## src/rtl/cachePkg.sv

```systemverilog
// Data cache package
// Geometry, field types and controller states shared by the cache blocks

package cachePkg;

    // ------------------------------------------------------------------------
    // Geometry
    // ------------------------------------------------------------------------

    // Words in one block, one bus beat each
    localparam int wordsPerBlock = 4;
    // Sets per way
    localparam int numSets = 2;
    // Word offset field, sized to wordsPerBlock
    localparam int offsetBits = 2;
    // Set index field
    localparam int setBits = $clog2(numSets);
    // Remaining address bits above byte, word and set fields
    localparam int tagBits = 30 - offsetBits - setBits;

    // ------------------------------------------------------------------------
    // Field types
    // ------------------------------------------------------------------------

    typedef logic [31:0] addrT;
    typedef logic [31:0] wordT;
    // One enable per byte lane of a store
    typedef logic [3:0] byteMaskT;
    typedef logic [tagBits-1:0] tagT;
    typedef logic [setBits-1:0] setT;
    // Word within a block, doubles as the bus beat number
    typedef logic [offsetBits-1:0] offsetT;

    // Miss sequence of the controller
    typedef enum logic [1:0] {
        idle,
        writeBack,
        fill,
        finish
    } cacheStateT;

endpackage

```

## src/rtl/cacheWay.sv

```systemverilog
// One way of the data cache
// Per-set valid, dirty and tag bits plus block storage, with masked word writes

`timescale 1ns/1ps

module cacheWay (
    input  logic              clk,
    input  logic              reset,
    input  cachePkg::setT     set,
    input  cachePkg::offsetT  wordSel,
    input  logic              writeEnable,
    input  logic              fillWrite,
    input  logic              markDirty,
    input  cachePkg::tagT     newTag,
    input  cachePkg::wordT    storeWord,
    input  cachePkg::byteMaskT byteMask,
    output logic              valid,
    output logic              dirty,
    output cachePkg::tagT     tag,
    output cachePkg::wordT    word
);

    import cachePkg::*;

    // Status bits, one per set
    logic [numSets-1:0] validBits;
    logic [numSets-1:0] dirtyBits;

    // Tag and data arrays
    tagT  tags [numSets];
    wordT blocks [numSets][wordsPerBlock];

    // ------------------------------------------------------------------------
    // Read side, purely combinational
    // ------------------------------------------------------------------------

    assign valid = validBits[set];
    assign dirty = dirtyBits[set];
    assign tag   = tags[set];
    assign word  = blocks[set][wordSel];

    // ------------------------------------------------------------------------
    // Write side
    // ------------------------------------------------------------------------

    // Valid and dirty tracking
    always_ff @(posedge clk, posedge reset) begin
        if (reset) begin
            validBits <= '0;
            dirtyBits <= '0;
        end else if (writeEnable) begin
            if (fillWrite) begin
                // Fresh block from memory is clean
                validBits[set] <= 1'b1;
                dirtyBits[set] <= 1'b0;
            end else if (markDirty) begin
                dirtyBits[set] <= 1'b1;
            end
        end
    end

    // Tag follows each refill beat
    always_ff @(posedge clk) begin
        if (writeEnable && fillWrite) begin
            tags[set] <= newTag;
        end
    end

    // Block data
    // Refill writes all four lanes, a store only the enabled ones
    always_ff @(posedge clk) begin
        if (writeEnable) begin
            for (int i = 0; i < 4; i++) begin
                if (fillWrite || byteMask[i]) begin
                    blocks[set][wordSel][8*i +: 8] <= storeWord[8*i +: 8];
                end
            end
        end
    end

endmodule

```

## src/rtl/wayReplace.sv

```systemverilog
// Hit detection and replacement for the two-way cache
// Compares tags, keeps one LRU bit per set and picks the way to access

`timescale 1ns/1ps

module wayReplace (
    input  logic          clk,
    input  logic          reset,
    input  cachePkg::setT set,
    input  cachePkg::tagT addrTag,
    input  cachePkg::tagT tag1,
    input  cachePkg::tagT tag2,
    input  logic          valid1,
    input  logic          valid2,
    input  logic          dirty1,
    input  logic          dirty2,
    input  logic          write1,
    input  logic          write2,
    output logic          hit,
    output logic          hitWay1,
    output logic          way1En,
    output logic          way2En,
    output logic          victimDirty,
    output cachePkg::tagT victimTag
);

    import cachePkg::*;

    // High means way 2 is the one to replace next
    logic [numSets-1:0] lru;
    logic hitWay2;

    // Tag match qualified by valid
    assign hitWay1 = valid1 && (addrTag == tag1);
    assign hitWay2 = valid2 && (addrTag == tag2);
    assign hit     = hitWay1 || hitWay2;

    // ------------------------------------------------------------------------
    // Way choice
    // ------------------------------------------------------------------------

    always_comb begin
        if (hit) begin
            way1En = hitWay1;
            way2En = hitWay2;
        end else if (valid1 ^ valid2) begin
            // Fill the one empty way first
            way1En = !valid1;
            way2En = !valid2;
        end else begin
            // Both empty or both full
            way1En = !lru[set];
            way2En = lru[set];
        end
    end

    // Victim details for the write-back
    assign victimDirty = way1En ? dirty1 : dirty2;
    assign victimTag   = way1En ? tag1 : tag2;

    // ------------------------------------------------------------------------
    // LRU table
    // ------------------------------------------------------------------------

    // Point at the way that was not written
    always_ff @(posedge clk, posedge reset) begin
        if (reset) begin
            lru <= '0;
        end else if (write1 || write2) begin
            lru[set] <= write1;
        end
    end

endmodule

```

## src/rtl/fillMerge.sv

```systemverilog
// Store word selection for the cache ways
// Bus word on refill, otherwise CPU bytes merged over the current word

`timescale 1ns/1ps

module fillMerge (
    input  logic               fillSelect,
    input  cachePkg::wordT     busWord,
    input  cachePkg::wordT     cpuWord,
    input  cachePkg::wordT     oldWord,
    input  cachePkg::byteMaskT byteMask,
    output cachePkg::wordT     storeWord
);

    import cachePkg::*;

    wordT mergedWord;

    // Byte lane merge
    always_comb begin
        mergedWord = oldWord;
        for (int i = 0; i < 4; i++) begin
            // Enabled lanes come from the core
            if (byteMask[i]) begin
                mergedWord[8*i +: 8] = cpuWord[8*i +: 8];
            end
        end
    end

    // Refill takes the whole bus word
    assign storeWord = fillSelect ? busWord : mergedWord;

endmodule

```

## src/rtl/cacheController.sv

```systemverilog
// Data cache controller
// Miss sequencing through write-back and refill, beat counting and core stall

`timescale 1ns/1ps

module cacheController (
    input  logic             clk,
    input  logic             reset,
    input  logic             memRead,
    input  logic             memWrite,
    input  logic             hit,
    input  logic             victimDirty,
    input  logic             busReady,
    output logic             stall,
    output logic             busRequest,
    output logic             busWrite,
    output logic             cacheWriteEnable,
    output logic             fillSelect,
    output logic             readFromBus,
    output cachePkg::offsetT beat
);

    import cachePkg::*;

    localparam offsetT lastBeat = offsetT'(wordsPerBlock - 1);

    cacheStateT state;
    cacheStateT nextState;
    logic request;
    logic lastReady;

    assign request   = memRead || memWrite;
    // Final word of a block transfer
    assign lastReady = busReady && (beat == lastBeat);

    // ------------------------------------------------------------------------
    // State register and beat counter
    // ------------------------------------------------------------------------

    always_ff @(posedge clk, posedge reset) begin
        if (reset) begin
            state <= idle;
        end else begin
            state <= nextState;
        end
    end

    // Advances on ready beats and wraps to 0 after the last one
    always_ff @(posedge clk, posedge reset) begin
        if (reset) begin
            beat <= '0;
        end else if (busRequest && busReady) begin
            beat <= beat + 1'b1;
        end
    end

    // ------------------------------------------------------------------------
    // Next state and outputs
    // ------------------------------------------------------------------------

    always_comb begin
        nextState        = state;
        stall            = 1'b0;
        busRequest       = 1'b0;
        busWrite         = 1'b0;
        cacheWriteEnable = 1'b0;
        fillSelect       = 1'b0;
        readFromBus      = 1'b0;
        case (state)
            idle: begin
                if (request && !hit) begin
                    // Miss holds the core
                    stall = 1'b1;
                    nextState = victimDirty ? writeBack : fill;
                end else begin
                    // Hit store lands on the next edge
                    cacheWriteEnable = memWrite && hit;
                end
            end
            writeBack: begin
                stall      = 1'b1;
                busRequest = 1'b1;
                busWrite   = 1'b1;
                if (lastReady) begin
                    nextState = fill;
                end
            end
            fill: begin
                stall            = 1'b1;
                busRequest       = 1'b1;
                fillSelect       = 1'b1;
                readFromBus      = 1'b1;
                // One cache word per returned bus word
                cacheWriteEnable = busReady;
                if (lastReady) begin
                    nextState = finish;
                end
            end
            finish: begin
                // Access now hits and a store goes in with its mask
                cacheWriteEnable = memWrite;
                nextState = idle;
            end
            default: begin
                nextState = idle;
            end
        endcase
    end

endmodule

```

## src/rtl/dataCache.sv

```systemverilog
// Two-way write-back data cache top level
// Connects control, ways, replacement and merge, and forms bus address and read data

`timescale 1ns/1ps

module dataCache (
    input  logic               clk,
    input  logic               reset,
    input  cachePkg::addrT     addr,
    input  cachePkg::wordT     writeData,
    input  cachePkg::byteMaskT byteMask,
    input  logic               memRead,
    input  logic               memWrite,
    output cachePkg::wordT     readData,
    output logic               stall,
    output logic               busRequest,
    output logic               busWrite,
    output cachePkg::addrT     busAddr,
    output cachePkg::wordT     busWriteData,
    input  cachePkg::wordT     busReadData,
    input  logic               busReady
);

    import cachePkg::*;

    // Address fields
    tagT    addrTag;
    setT    set;
    offsetT addrOffset;

    logic   hit, hitWay1, way1En, way2En, victimDirty;
    tagT    victimTag;
    logic   cacheWriteEnable, fillSelect, readFromBus;
    offsetT beat;
    offsetT wordSel;
    logic   way1We, way2We;
    logic   valid1, valid2, dirty1, dirty2;
    tagT    tag1, tag2;
    wordT   word1, word2;
    wordT   storeWord;

    assign addrTag    = addr[31 -: tagBits];
    assign set        = addr[2 + offsetBits +: setBits];
    assign addrOffset = addr[2 +: offsetBits];

    // Beat drives the word select while the bus is busy
    assign wordSel = busRequest ? beat : addrOffset;

    // Only the chosen way takes the write
    assign way1We = cacheWriteEnable && way1En;
    assign way2We = cacheWriteEnable && way2En;

    // ------------------------------------------------------------------------
    // Blocks
    // ------------------------------------------------------------------------

    cacheController ctrl_i (
        .clk(clk), .reset(reset), .memRead(memRead), .memWrite(memWrite),
        .hit(hit), .victimDirty(victimDirty), .busReady(busReady), .stall(stall),
        .busRequest(busRequest), .busWrite(busWrite), .cacheWriteEnable(cacheWriteEnable),
        .fillSelect(fillSelect), .readFromBus(readFromBus), .beat(beat)
    );

    cacheWay way1_i (
        .clk(clk), .reset(reset), .set(set), .wordSel(wordSel), .writeEnable(way1We),
        .fillWrite(fillSelect), .markDirty(memWrite), .newTag(addrTag),
        .storeWord(storeWord), .byteMask(byteMask), .valid(valid1), .dirty(dirty1),
        .tag(tag1), .word(word1)
    );

    cacheWay way2_i (
        .clk(clk), .reset(reset), .set(set), .wordSel(wordSel), .writeEnable(way2We),
        .fillWrite(fillSelect), .markDirty(memWrite), .newTag(addrTag),
        .storeWord(storeWord), .byteMask(byteMask), .valid(valid2), .dirty(dirty2),
        .tag(tag2), .word(word2)
    );

    wayReplace replace_i (
        .clk(clk), .reset(reset), .set(set), .addrTag(addrTag), .tag1(tag1), .tag2(tag2),
        .valid1(valid1), .valid2(valid2), .dirty1(dirty1), .dirty2(dirty2),
        .write1(way1We), .write2(way2We), .hit(hit), .hitWay1(hitWay1),
        .way1En(way1En), .way2En(way2En), .victimDirty(victimDirty), .victimTag(victimTag)
    );

    // Old word from the way being written
    fillMerge merge_i (
        .fillSelect(fillSelect), .busWord(busReadData), .cpuWord(writeData),
        .oldWord(way1En ? word1 : word2), .byteMask(byteMask), .storeWord(storeWord)
    );

    // ------------------------------------------------------------------------
    // Bus and core outputs
    // ------------------------------------------------------------------------

    // Victim block on write-back, requested block on fill
    assign busAddr = busWrite ? {victimTag, set, beat, 2'b00} : {addrTag, set, beat, 2'b00};
    assign busWriteData = way1En ? word1 : word2;

    assign readData = readFromBus ? busReadData : (hitWay1 ? word1 : word2);

endmodule

```

## config.mk

```make
export PLATFORM = sky130hd
export DESIGN_NAME = dataCache
export DESIGN_NICKNAME = d
export VERILOG_FILES = /design/src/rtl/cachePkg.sv /design/src/rtl/cacheWay.sv /design/src/rtl/wayReplace.sv /design/src/rtl/fillMerge.sv /design/src/rtl/cacheController.sv /design/src/rtl/dataCache.sv
export SDC_FILE = /design/constraint.sdc
export NUM_CORES = 1
export LEC_CHECK = 0
export BUFFER_PORTS_ARGS = -buffer_cell sky130_fd_sc_hd__buf_2
export CAP_MARGIN = 20
export CORE_MARGIN = 5
export CORE_UTILIZATION = 45
export DETAILED_ROUTE_END_ITERATION = 8
export PLACE_DENSITY = 0.6
export SLEW_MARGIN = 10
export SYNTH_ARGS = -nofsm -noshare
export SYNTH_HDL_FRONTEND = slang
export SYNTH_HIERARCHICAL = 1
export SYNTH_SLANG_ARGS = --single-unit
```

## constraint.sdc

```tcl
create_clock -name clk -period 7.6 [get_ports clk]
set_input_delay 1.9 -clock clk [delete_from_list [all_inputs] [get_ports clk]]
set_output_delay 1.9 -clock clk [all_outputs]
set_load 0.1 [all_outputs]
```

Word-level counts from Yosys, hierarchy flattened
Memories as Yosys holds them, arrays and structs flattened.
Index checks and enable logic that the tools add are counted.

operators by class
  $add $sub $neg = 1
  $lt $le $gt $ge = 4
  eq/ne operators = 9
  multiplexer cells = 851
  bitwise logic cells = 777
  reduce and logical (&&, ||, !) cells = 31

operator list
  cell                count
  $mux 128            8
  $mux 1              805
  $or 1x1->1          768
  $mux 32             10
  $demux 32 s2        4
  $bmux 32 s2         2
  $eq 27x27->1        2
  $mux 8              5
  $mux 27             1
  $mux 24             1
  $mux 2              9
  $mux 16             1
  $logic_and 1x1->1   12
  $or 2x2->2          4
  $pmux 2 s4          1
  $reduce_and 2->1    4
  $logic_or 1x1->1    7
  $eq 2x2->1 const B  3
  $ne 2x1->1 const B  3
  $and 2x2->2         2
  $logic_not 1->1     4
  $ge 3x3->1 const B  1
  $lt 3x1->1 const B  1
  $not 2->3           1
  14 further kinds    14

word-level totals
  register bits after elaboration = 14
  memory bits (writable) = 620
  word-level logic and storage cells = 1684
  memories = 4

memory list
  name           words  width  rd ports  clocked after memory_dff  write ports  RTL line        RTL
  way1_i.blocks  2      128    1         0                         1            cacheWay.sv:31  wordT blocks [numSets][wordsPerBlock];
  way2_i.blocks  2      128    1         0                         1            cacheWay.sv:31
  way1_i.tags    2      27     1         0                         1            cacheWay.sv:30  tagT tags [numSets];
  way2_i.tags    2      27     1         0                         1            cacheWay.sv:30

Logic depth before layout (Yosys ltp)
Gate-level depths: netlist of the first run.

  word-level depth = 14
  gate-level depth with buffers = 17

Hierarchy
The synthesis of the first run kept the hierarchy.

by module, submodules not included
  module           instances  cells an instance  area each (µm²)  seq. area each (µm²)
  cacheWay         2          518                12181.7          9409.0
  dataCache        1          181                1724.2           0.0
  wayReplace       1          133                1174.9           50.0
  fillMerge        1          107                683.2            0.0
  cacheController  1          32                 349.1            100.1

Worst setup path before layout of the first run
OpenSTA, ideal clock, no wires.

  path type = input-to-output
  start = in addr[4]
  end = out readData[30]
  data arrival time = 6.056 ns
  slack = -0.356 ns
  stages = 11
  cell sequence = buf_6 buf_2 buf_2 mux2_2 xor2_1 nor4_1 nand4b_1 nor4_1 buf_6 mux2i_1 o21ai_0

RTL lines
  element               RTL line          RTL
  from (decl)           dataCache.sv:9    input cachePkg::addrT addr,
  $mem_v2 2x27          --
  net tag1[24]          dataCache.sv:38   tagT tag1, tag2;
  $eq 27x27->1          wayReplace.sv:34  assign hitWay1 = valid1 && (addrTag == tag1);
  $logic_and 1x1->1     wayReplace.sv:34
  net hitWay1           dataCache.sv:31   logic hit, hitWay1, way1En, way2En, victimDirty;
  $mux 32 (2 in a row)  dataCache.sv:99   assign readData = readFromBus ? busReadData : (hitWay1 ? word1 : word2);
  to (decl)             dataCache.sv:14   output cachePkg::wordT readData,

The timed path passes the listed nets, and every way through them passes these cells. The select of a mux whose other input is x is not followed.

Worst setup path in the final report of the first run
  start = in addr[4]
  end = out busWriteData[27]

between the ends
  longest elaborated chain between the ends = 6

ends and longest elaborated chain
  element                RTL line          RTL
  $mem_v2 2x27 (*)       --
  net tag1[11]           dataCache.sv:38
  $eq 27x27->1 (*)       wayReplace.sv:34
  $logic_and 1x1->1 (*)  wayReplace.sv:34
  $logic_or 1x1->1       wayReplace.sv:36  assign hit = hitWay1 || hitWay2;
  $mux 1 (*)             wayReplace.sv:43  if (hit) begin
  net way1En             dataCache.sv:31
  $mux 32 (*)            dataCache.sv:97   assign busWriteData = way1En ? word1 : word2;
  to (decl)              dataCache.sv:19   output cachePkg::wordT busWriteData,

Mark *: on every way through the listed nets, which the timed path passes. The rest lies on a longest branch. The select of a mux whose other input is x is not followed.

==> results of run 1 <==
-- state kept, by name (all words and copies together), names as in the netlist, named ones only --
signal            flops
replace_i/lru         2
way2_i/tags          54
way2_i/blocks       256
way1_i/validBits      2
way2_i/validBits      2
way1_i/tags          54
way1_i/blocks       256
ctrl_i/beat           2
ctrl_i/state          2
-- through the flow --
step / hold WS [ns] / cells / cell area, um2 / setup WS, ns
floorplan: 0.4305 / 1490 / 28300 / 0.2516
global placement: 0.4464 / 2521 / 31340 / 0.4626
detailed placement: 0.4463 / 2521 / 31340 / 0.4387
CTS: 0.4669 / 2641 / 33500 / 0.4332
global route: 0.4743 / 2653 / 33590 / 0.1876
finish: 0.4654 / 2654 / 33600 / 0.4191
-- synthesized netlist by cell type (11+ instances only) --
library cell  instances  area (um2)
buf_1                11       41.29
edfxtp_1            620       18620
nand4_1              11       68.82
mux2_4               58       870.8
mux4_2               16       360.4
inv_1                12       45.04
mux4_1              112        2943
nor3_1               25       125.1
mux2_2              155        1745
nor2_1               39       146.4
dfrtp_1              14       350.3
buf_2                28       140.1
nand2_1              72       270.3
buf_6                19       214.0
o21ai_1              69       345.3
nor4_1               18       112.6
mux2i_1              67       670.6
xnor2_1              36       315.3
xor2_1               19       166.4
buf_4                16       120.1
-- placed cells by master, fill, tap and decap left out, drive strengths merged, types with 3 or more instances in the layout --
| cell type | count |
|---|---|
| mux2i | 67 |
| buf | 285 |
| nand4 | 11 |
| dfrtp | 14 |
| edfxtp | 620 |
| clkinvlp | 3 |
| nand2 | 72 |
| xnor2 | 36 |
| clkbuf | 80 |
| inv | 14 |
| bufinv | 7 |
| ha | 7 |
| nor2 | 39 |
| nand3b | 6 |
| clkinv | 28 |
| mux4 | 128 |
| nor4 | 19 |
| nand3 | 4 |
| o21ai | 77 |
| xor2 | 19 |
| nor3 | 25 |
| nand2b | 7 |
| mux2 | 213 |
-- worst paths after layout --
kind | to | cells past startpoint | startpoint
worst max-delay path | busWriteData[27] | 12 | addr[4]
worst max register to register | way1_i/blocks[1][18] | 12 | way1_i/tags[1][18]
worst min register to register | way2_i/validBits[1] | 1 | way2_i/validBits[1]
max in group asynchronous | ctrl_i/state[1] | 2 | reset
worst min-delay path | way2_i/validBits[1] | 1 | way2_i/validBits[1]
min in group asynchronous | replace_i/lru[0] | 2 | reset
-- cells by family (layout without fill, tap and decap cells) --
family / count (synthesis) / after routing
fa+ha+maj: 7 / 7
compound gates: 89 / 89
other cells: 1 / 3
flops: 634 / 634
buf+inv: 100 / 417
xor+xnor: 55 / 55
simple gates: 195 / 195
mux: 408 / 408
-- layout make-up --
| class | instances | area [um2] |
|---|---|---|
| Timing Repair Buffer | 285 | 2679 |
| Tap cell | 846 | 1059 |
| Antenna cell | 1 | 2.502 |
| Clock inverter | 40 | 386.6 |
| Clock buffer | 80 | 1778 |
| Inverter | 12 | 45.04 |
| Sequential cell | 634 | 18970 |
| Fill cell | 5005 | 29020 |
| Multi-Input combinational cell | 756 | 8680 |
-- worst max-delay path: stages --
cell and delay (ns):
buf_8 0.26, mux2_2 0.40, xnor2_1 0.40, nor4b_2 0.28, nand3_1 0.16, nor4_2 0.47, nor2_4 0.07, buf_4 0.22
inv_2 0.07, buf_4 0.46, mux2_4 0.38, buf_12 0.17
-- per-layer routing --
layer | up-vias | routed length (um)
met5 | - | 13
met4 | 2 | 1200
met1 | 7352 | 27000
met2 | 319 | 29420
met3 | 82 | 3260
li1 | 6601 | -
==> results by group, run 1 <==
Status
  – Status: completed

Clock tree
  – Max Buffers Root-to-Sink: 3
  – CTS tree: yes
  – Post-CTS sizing: 0
  – Post-CTS Hold Buffers: 0
  – H-tree level count: 3
  – CTS root buf: clkbuf_16
  – CTS Buf Count: 67
  – Total clock sinks: 634
  – Worst-path clk slew: 0.06 ns
  – Clock latency on the worst-skew pair: 0.59 ns
  – # Post-CTS Setup Buffers: 0

Floorplan
  – I/O pins: 204
  – Site Rows: 92
  – Die ar.: 67990 um2
  – Core Area: 62620 um2
  – Die height: 260.8 um
  – Initial core utilization: 0.4518
  – Die width: 260.8 um

Timing
  – RSZ-0062 raised after global routing: false
  – Crit share post-route: 0.9449
  – Setup TNS: 0 ns
  – Slew HR: 0.2664
  – Fin. Hold Viols: 0
  – Worst slew pin tran: 1.100 ns
  – Maximum clock frequency: 0.1393 GHz
  – Final Max Slew Viols: 0
  – Fin crit period: 7.181 ns
  – Clock skew: 0.02877 ns
  – Final setup viols: 0

Place
  – Port bufs: 199
  – DP Wirelength: 38990 um
  – Placer Congestion: 0.7400

Global route
  – Vias in the first global route: 14830
  – Initial antenna violation count: 2
  – GRT met1 Usage: 0.2491
  – First-pass GRT wire length: 91000 um
  – Met3 usage: 0.03589
  – Global Route met2 Usage: 0.2860
  – Largest net degree at the start of global routing: 111
  – GRT Residual Overflow: 0
  – GRT Max-Usage Layer: met2
  – Total track usage: 0.1777

Route
  – Via Count: 14360
  – Total wire length: 60900 um
  – Detail Route Antenna Nets: 0
  – Pre-antenna DRT Iters: 5
  – DR iter-0 viols: 987
  – # DRC: 0
  – Vias per cell: 5.409
  – Drt wl/cell: 22.95 um

Synth
  – Number of flops mapped to enable cells by yosys: 620
  – Avg Inst Size Synth: 19.00 um2
  – Main synth FF type: edfxtp_1
  – Synthesized area: 28290 um2
  – Distinct cells, synth: 48
  – Mux contribution to synthesized area: 0.2329
  – Post-Synth Adder-Cell Area: 0.003095
  – Ys Warns: 6
  – Synth Area in Compound Gates: 0.01764
  – Async S/R FF share, synth: 0.02208
  – Synth Area in XOR/XNOR: 0.01702
  – Seq/Total Area, Yosys: 0.6704
  – Yosys reg bits: 634
  – Largest family of logic cells by synthesized area: multiplexers
  – Post-Synth Simple-Gate Area: 0.03325
  – Mapped Cells: 1489

Finish
  – Share of cells above drive strength 1: 0.3503
  – Area grow syn2layout: 18.74%
  – Nets@finish: 1868
  – Layout Utilization: 0.5365

Setup path
  – Crit start category: primary input
  – Setup CP Type: primary input to primary output
  – Critical path capture point type: primary output
  – CP required: 5.70 ns
  – Internal reg-to-reg setup slack: 2.93 ns
  – CP max FO: 35
  – Worst path arrival time: 5.28 ns

Min path
  – HP Class: register to register

Job
  – # Max-Cap Violations: 0
Power of run 1 is not shown: default switching activity piles up to over one toggle a cycle in this logic, so the estimate is an artifact.
==> run 2, diff against run 1 <==
- CORE_UTILIZATION: 45 -> 60
- PLACE_DENSITY: 0.6 -> 0.77
==> results by group, run 2 (synthesized netlist as in run 1, its figures left out) <==
Route
  – Detail Route Antenna Nets: 0 (unchanged)
  – Pre-antenna DRT Iters: 6 (+1)
  – DR iter-0 viols: 1385 (+40%)
  – Via Count: 14770 (+2.9%)
  – Vias per cell: 6.176 (+14%)
  – # DRC: 0 (unchanged)
  – Total wire length: 59580 um (-2.2%)
  – Drt wl/cell: 24.92 um (+8.6%)

Setup path
  – Crit path top cell by count: buf_12
  – Worst path arrival time: 5.33 ns (+0.05 ns)
  – Critical path capture point type: primary output
  – CP peak stage delay: 0.45 ns (-0.02 ns)
  – CP max FO: 48 (+37%)
  – Crit start category: primary input
  – Slowest-stage cell, CP: mux2_2
  – CP required: 5.70 ns (about the same)
  – Worst path cell trace: buf_8 > buf_4 > mux2_2 > xor2_1 > nor4_1 > nand2_1 > nor4_2 > nor2_4 > buf_12 > inv_2 > buf_12 > mux2_2 > buf_12
  – Setup CP Type: primary input to primary output

Finish
  – Share of cells above drive strength 1: 0.3414 (-0.008937)
  – Nets@finish: 1850 (-0.96%)
  – Commonest non-fill, non-tap cells in the layout: 620 x edfxtp_1, 166 x buf_2, 153 x mux2_2
  – Layout Utilization: 0.6990 (+0.1625)
  – Antenna Cells: 0 (-1)
  – Area grow syn2layout: 15.01%
  – Leading cell type in the layout, fill and taps excluded: edfxtp_1
  – Biggest regs: way1_i/blocks x256, way2_i/blocks x256

Timing
  – Clock skew: 0.02130 ns (-0.007470 ns)
  – Fin. Hold Viols: 0 (unchanged)
  – Final setup viols: 0 (unchanged)
  – Fin crit period: 7.232 ns (+0.05161 ns)
  – Maximum clock frequency: 0.1383 GHz (-0.71%)
  – Crit share post-route: 0.9516 (+0.006790)
  – RSZ-0062 raised after global routing: false
  – Setup TNS: 0 ns (unchanged)
  – Final Max Slew Viols: 0 (unchanged)
  – Worst slew pin tran: 1.115 ns (+0.01416 ns)
  – Slew HR: 0.2570 (-0.009437)

Floorplan
  – Site Rows: 79 (-14%)
  – Initial core utilization: 0.6078 (+0.1559)
  – Die height: 227.2 um (-13%)
  – I/O pins: 204 (unchanged)
  – Die width: 227.2 um (-13%)
  – Die ar.: 51600 um2 (-24%)
  – Core Area: 46560 um2 (-26%)

Global route
  – Total track usage: 0.2280 (+0.05026)
  – First-pass GRT wire length: 88800 um (-2.4%)
  – GRT Residual Overflow: 0 (unchanged)
  – Largest net degree at the start of global routing: 135 (+22%)
  – Vias in the first global route: 14830 (-0.027%)
  – Initial antenna violation count: 1 (-1)

Status
  – Status: completed

Clock tree
  – # Post-CTS Setup Buffers: 0 (unchanged)
  – CTS tree: yes
  – Total clock sinks: 634 (unchanged)
  – Worst-path clk slew: 0.06 ns (about the same)
  – CTS root buf: clkbuf_16
  – Max Buffers Root-to-Sink: 3 (unchanged)
  – Post-CTS sizing: 0 (unchanged)
  – CTS Buf Count: 60 (-10%)
  – H-tree level count: 2 (-1)
  – Post-CTS Hold Buffers: 0 (unchanged)
  – Clock latency on the worst-skew pair: 0.61 ns (+0.02 ns)

Job
  – # Max-Cap Violations: 0 (unchanged)

Place
  – DP Wirelength: 36550 um (-6.3%)
  – Placer Congestion: 0.7819 (+5.7%)
  – Port bufs: 199 (unchanged)

Min path
  – HP Class: register to register
-- run 2: cell types whose count changed in the layout (fill, tap and decap cells not counted), sizes merged --
cell,delta
diode,-1
clkinv,-3
clkinvlp,-1
clkbuf,-10
buf,-11
bufinv,+2
-- run 2: worst paths after layout --
| kind | endpoint | cells past startpoint | from | slack (ns) |
|---|---|---|---|---|
| worst min-delay path | way1_i/validBits[1] | 1 | way1_i/validBits[1] | 0.47 |
| worst max-delay path | busWriteData[31] | 13 | addr[4] | 0.37 |
| min in group asynchronous | replace_i/lru[0] | 2 | reset | 1.20 |
| max in group asynchronous | way2_i/validBits[0] | 2 | reset | 6.21 |
| worst max register to register | way1_i/blocks[1][35] | 13 | way1_i/tags[0][24] | 2.78 |
| worst min register to register | way1_i/validBits[1] | 1 | way1_i/validBits[1] | 0.47 |
-- run 2: final cells by class --
class                      count  area (um2)
multi-input combinational    756        8667
tap                          607       759.5
fill                        2835       14010
inverter                      12       45.04
clock buffer                  70        1590
sequential                   634       18970
clock inverter                38       412.9
timing repair buffer         274        2100
-- run 2: routing by layer --
| layer | global-route usage | up-vias | routed length, um |
|---|---|---|---|
| met3 | 0.03224 | 82 | 4377 |
| met2 | 0.3809 | 580 | 29880 |
| met1 | 0.3240 | 7554 | 24190 |
| met4 | 0.05941 | 2 | 1125 |
| met5 | 0 | - | 13 |
| li1 | - | 6550 | - |
-- run 2: stage by stage --
stage / instances / cell area, um2 / hold WS, ns / worst slack (ns)
floorplan: 1490 / 28300 / 0.4305 / 0.2516
global placement: 2277 / 30490 / 0.4450 / 0.4913
detailed placement: 2277 / 30490 / 0.4545 / 0.3475
CTS: 2385 / 32500 / 0.4689 / 0.3409
global route: 2391 / 32540 / 0.4896 / 0.1957
finish: 2391 / 32540 / 0.4677 / 0.3675
-- run 2: critical path: cells and delay by family --
kind	cells	cell delay, ns
multiplexers	2	0.82
AND/OR/NAND/NOR	4	0.90
buffers and inverters	6	1.45
XOR/XNOR	1	0.20
Power of run 2 is left out for the same reason.
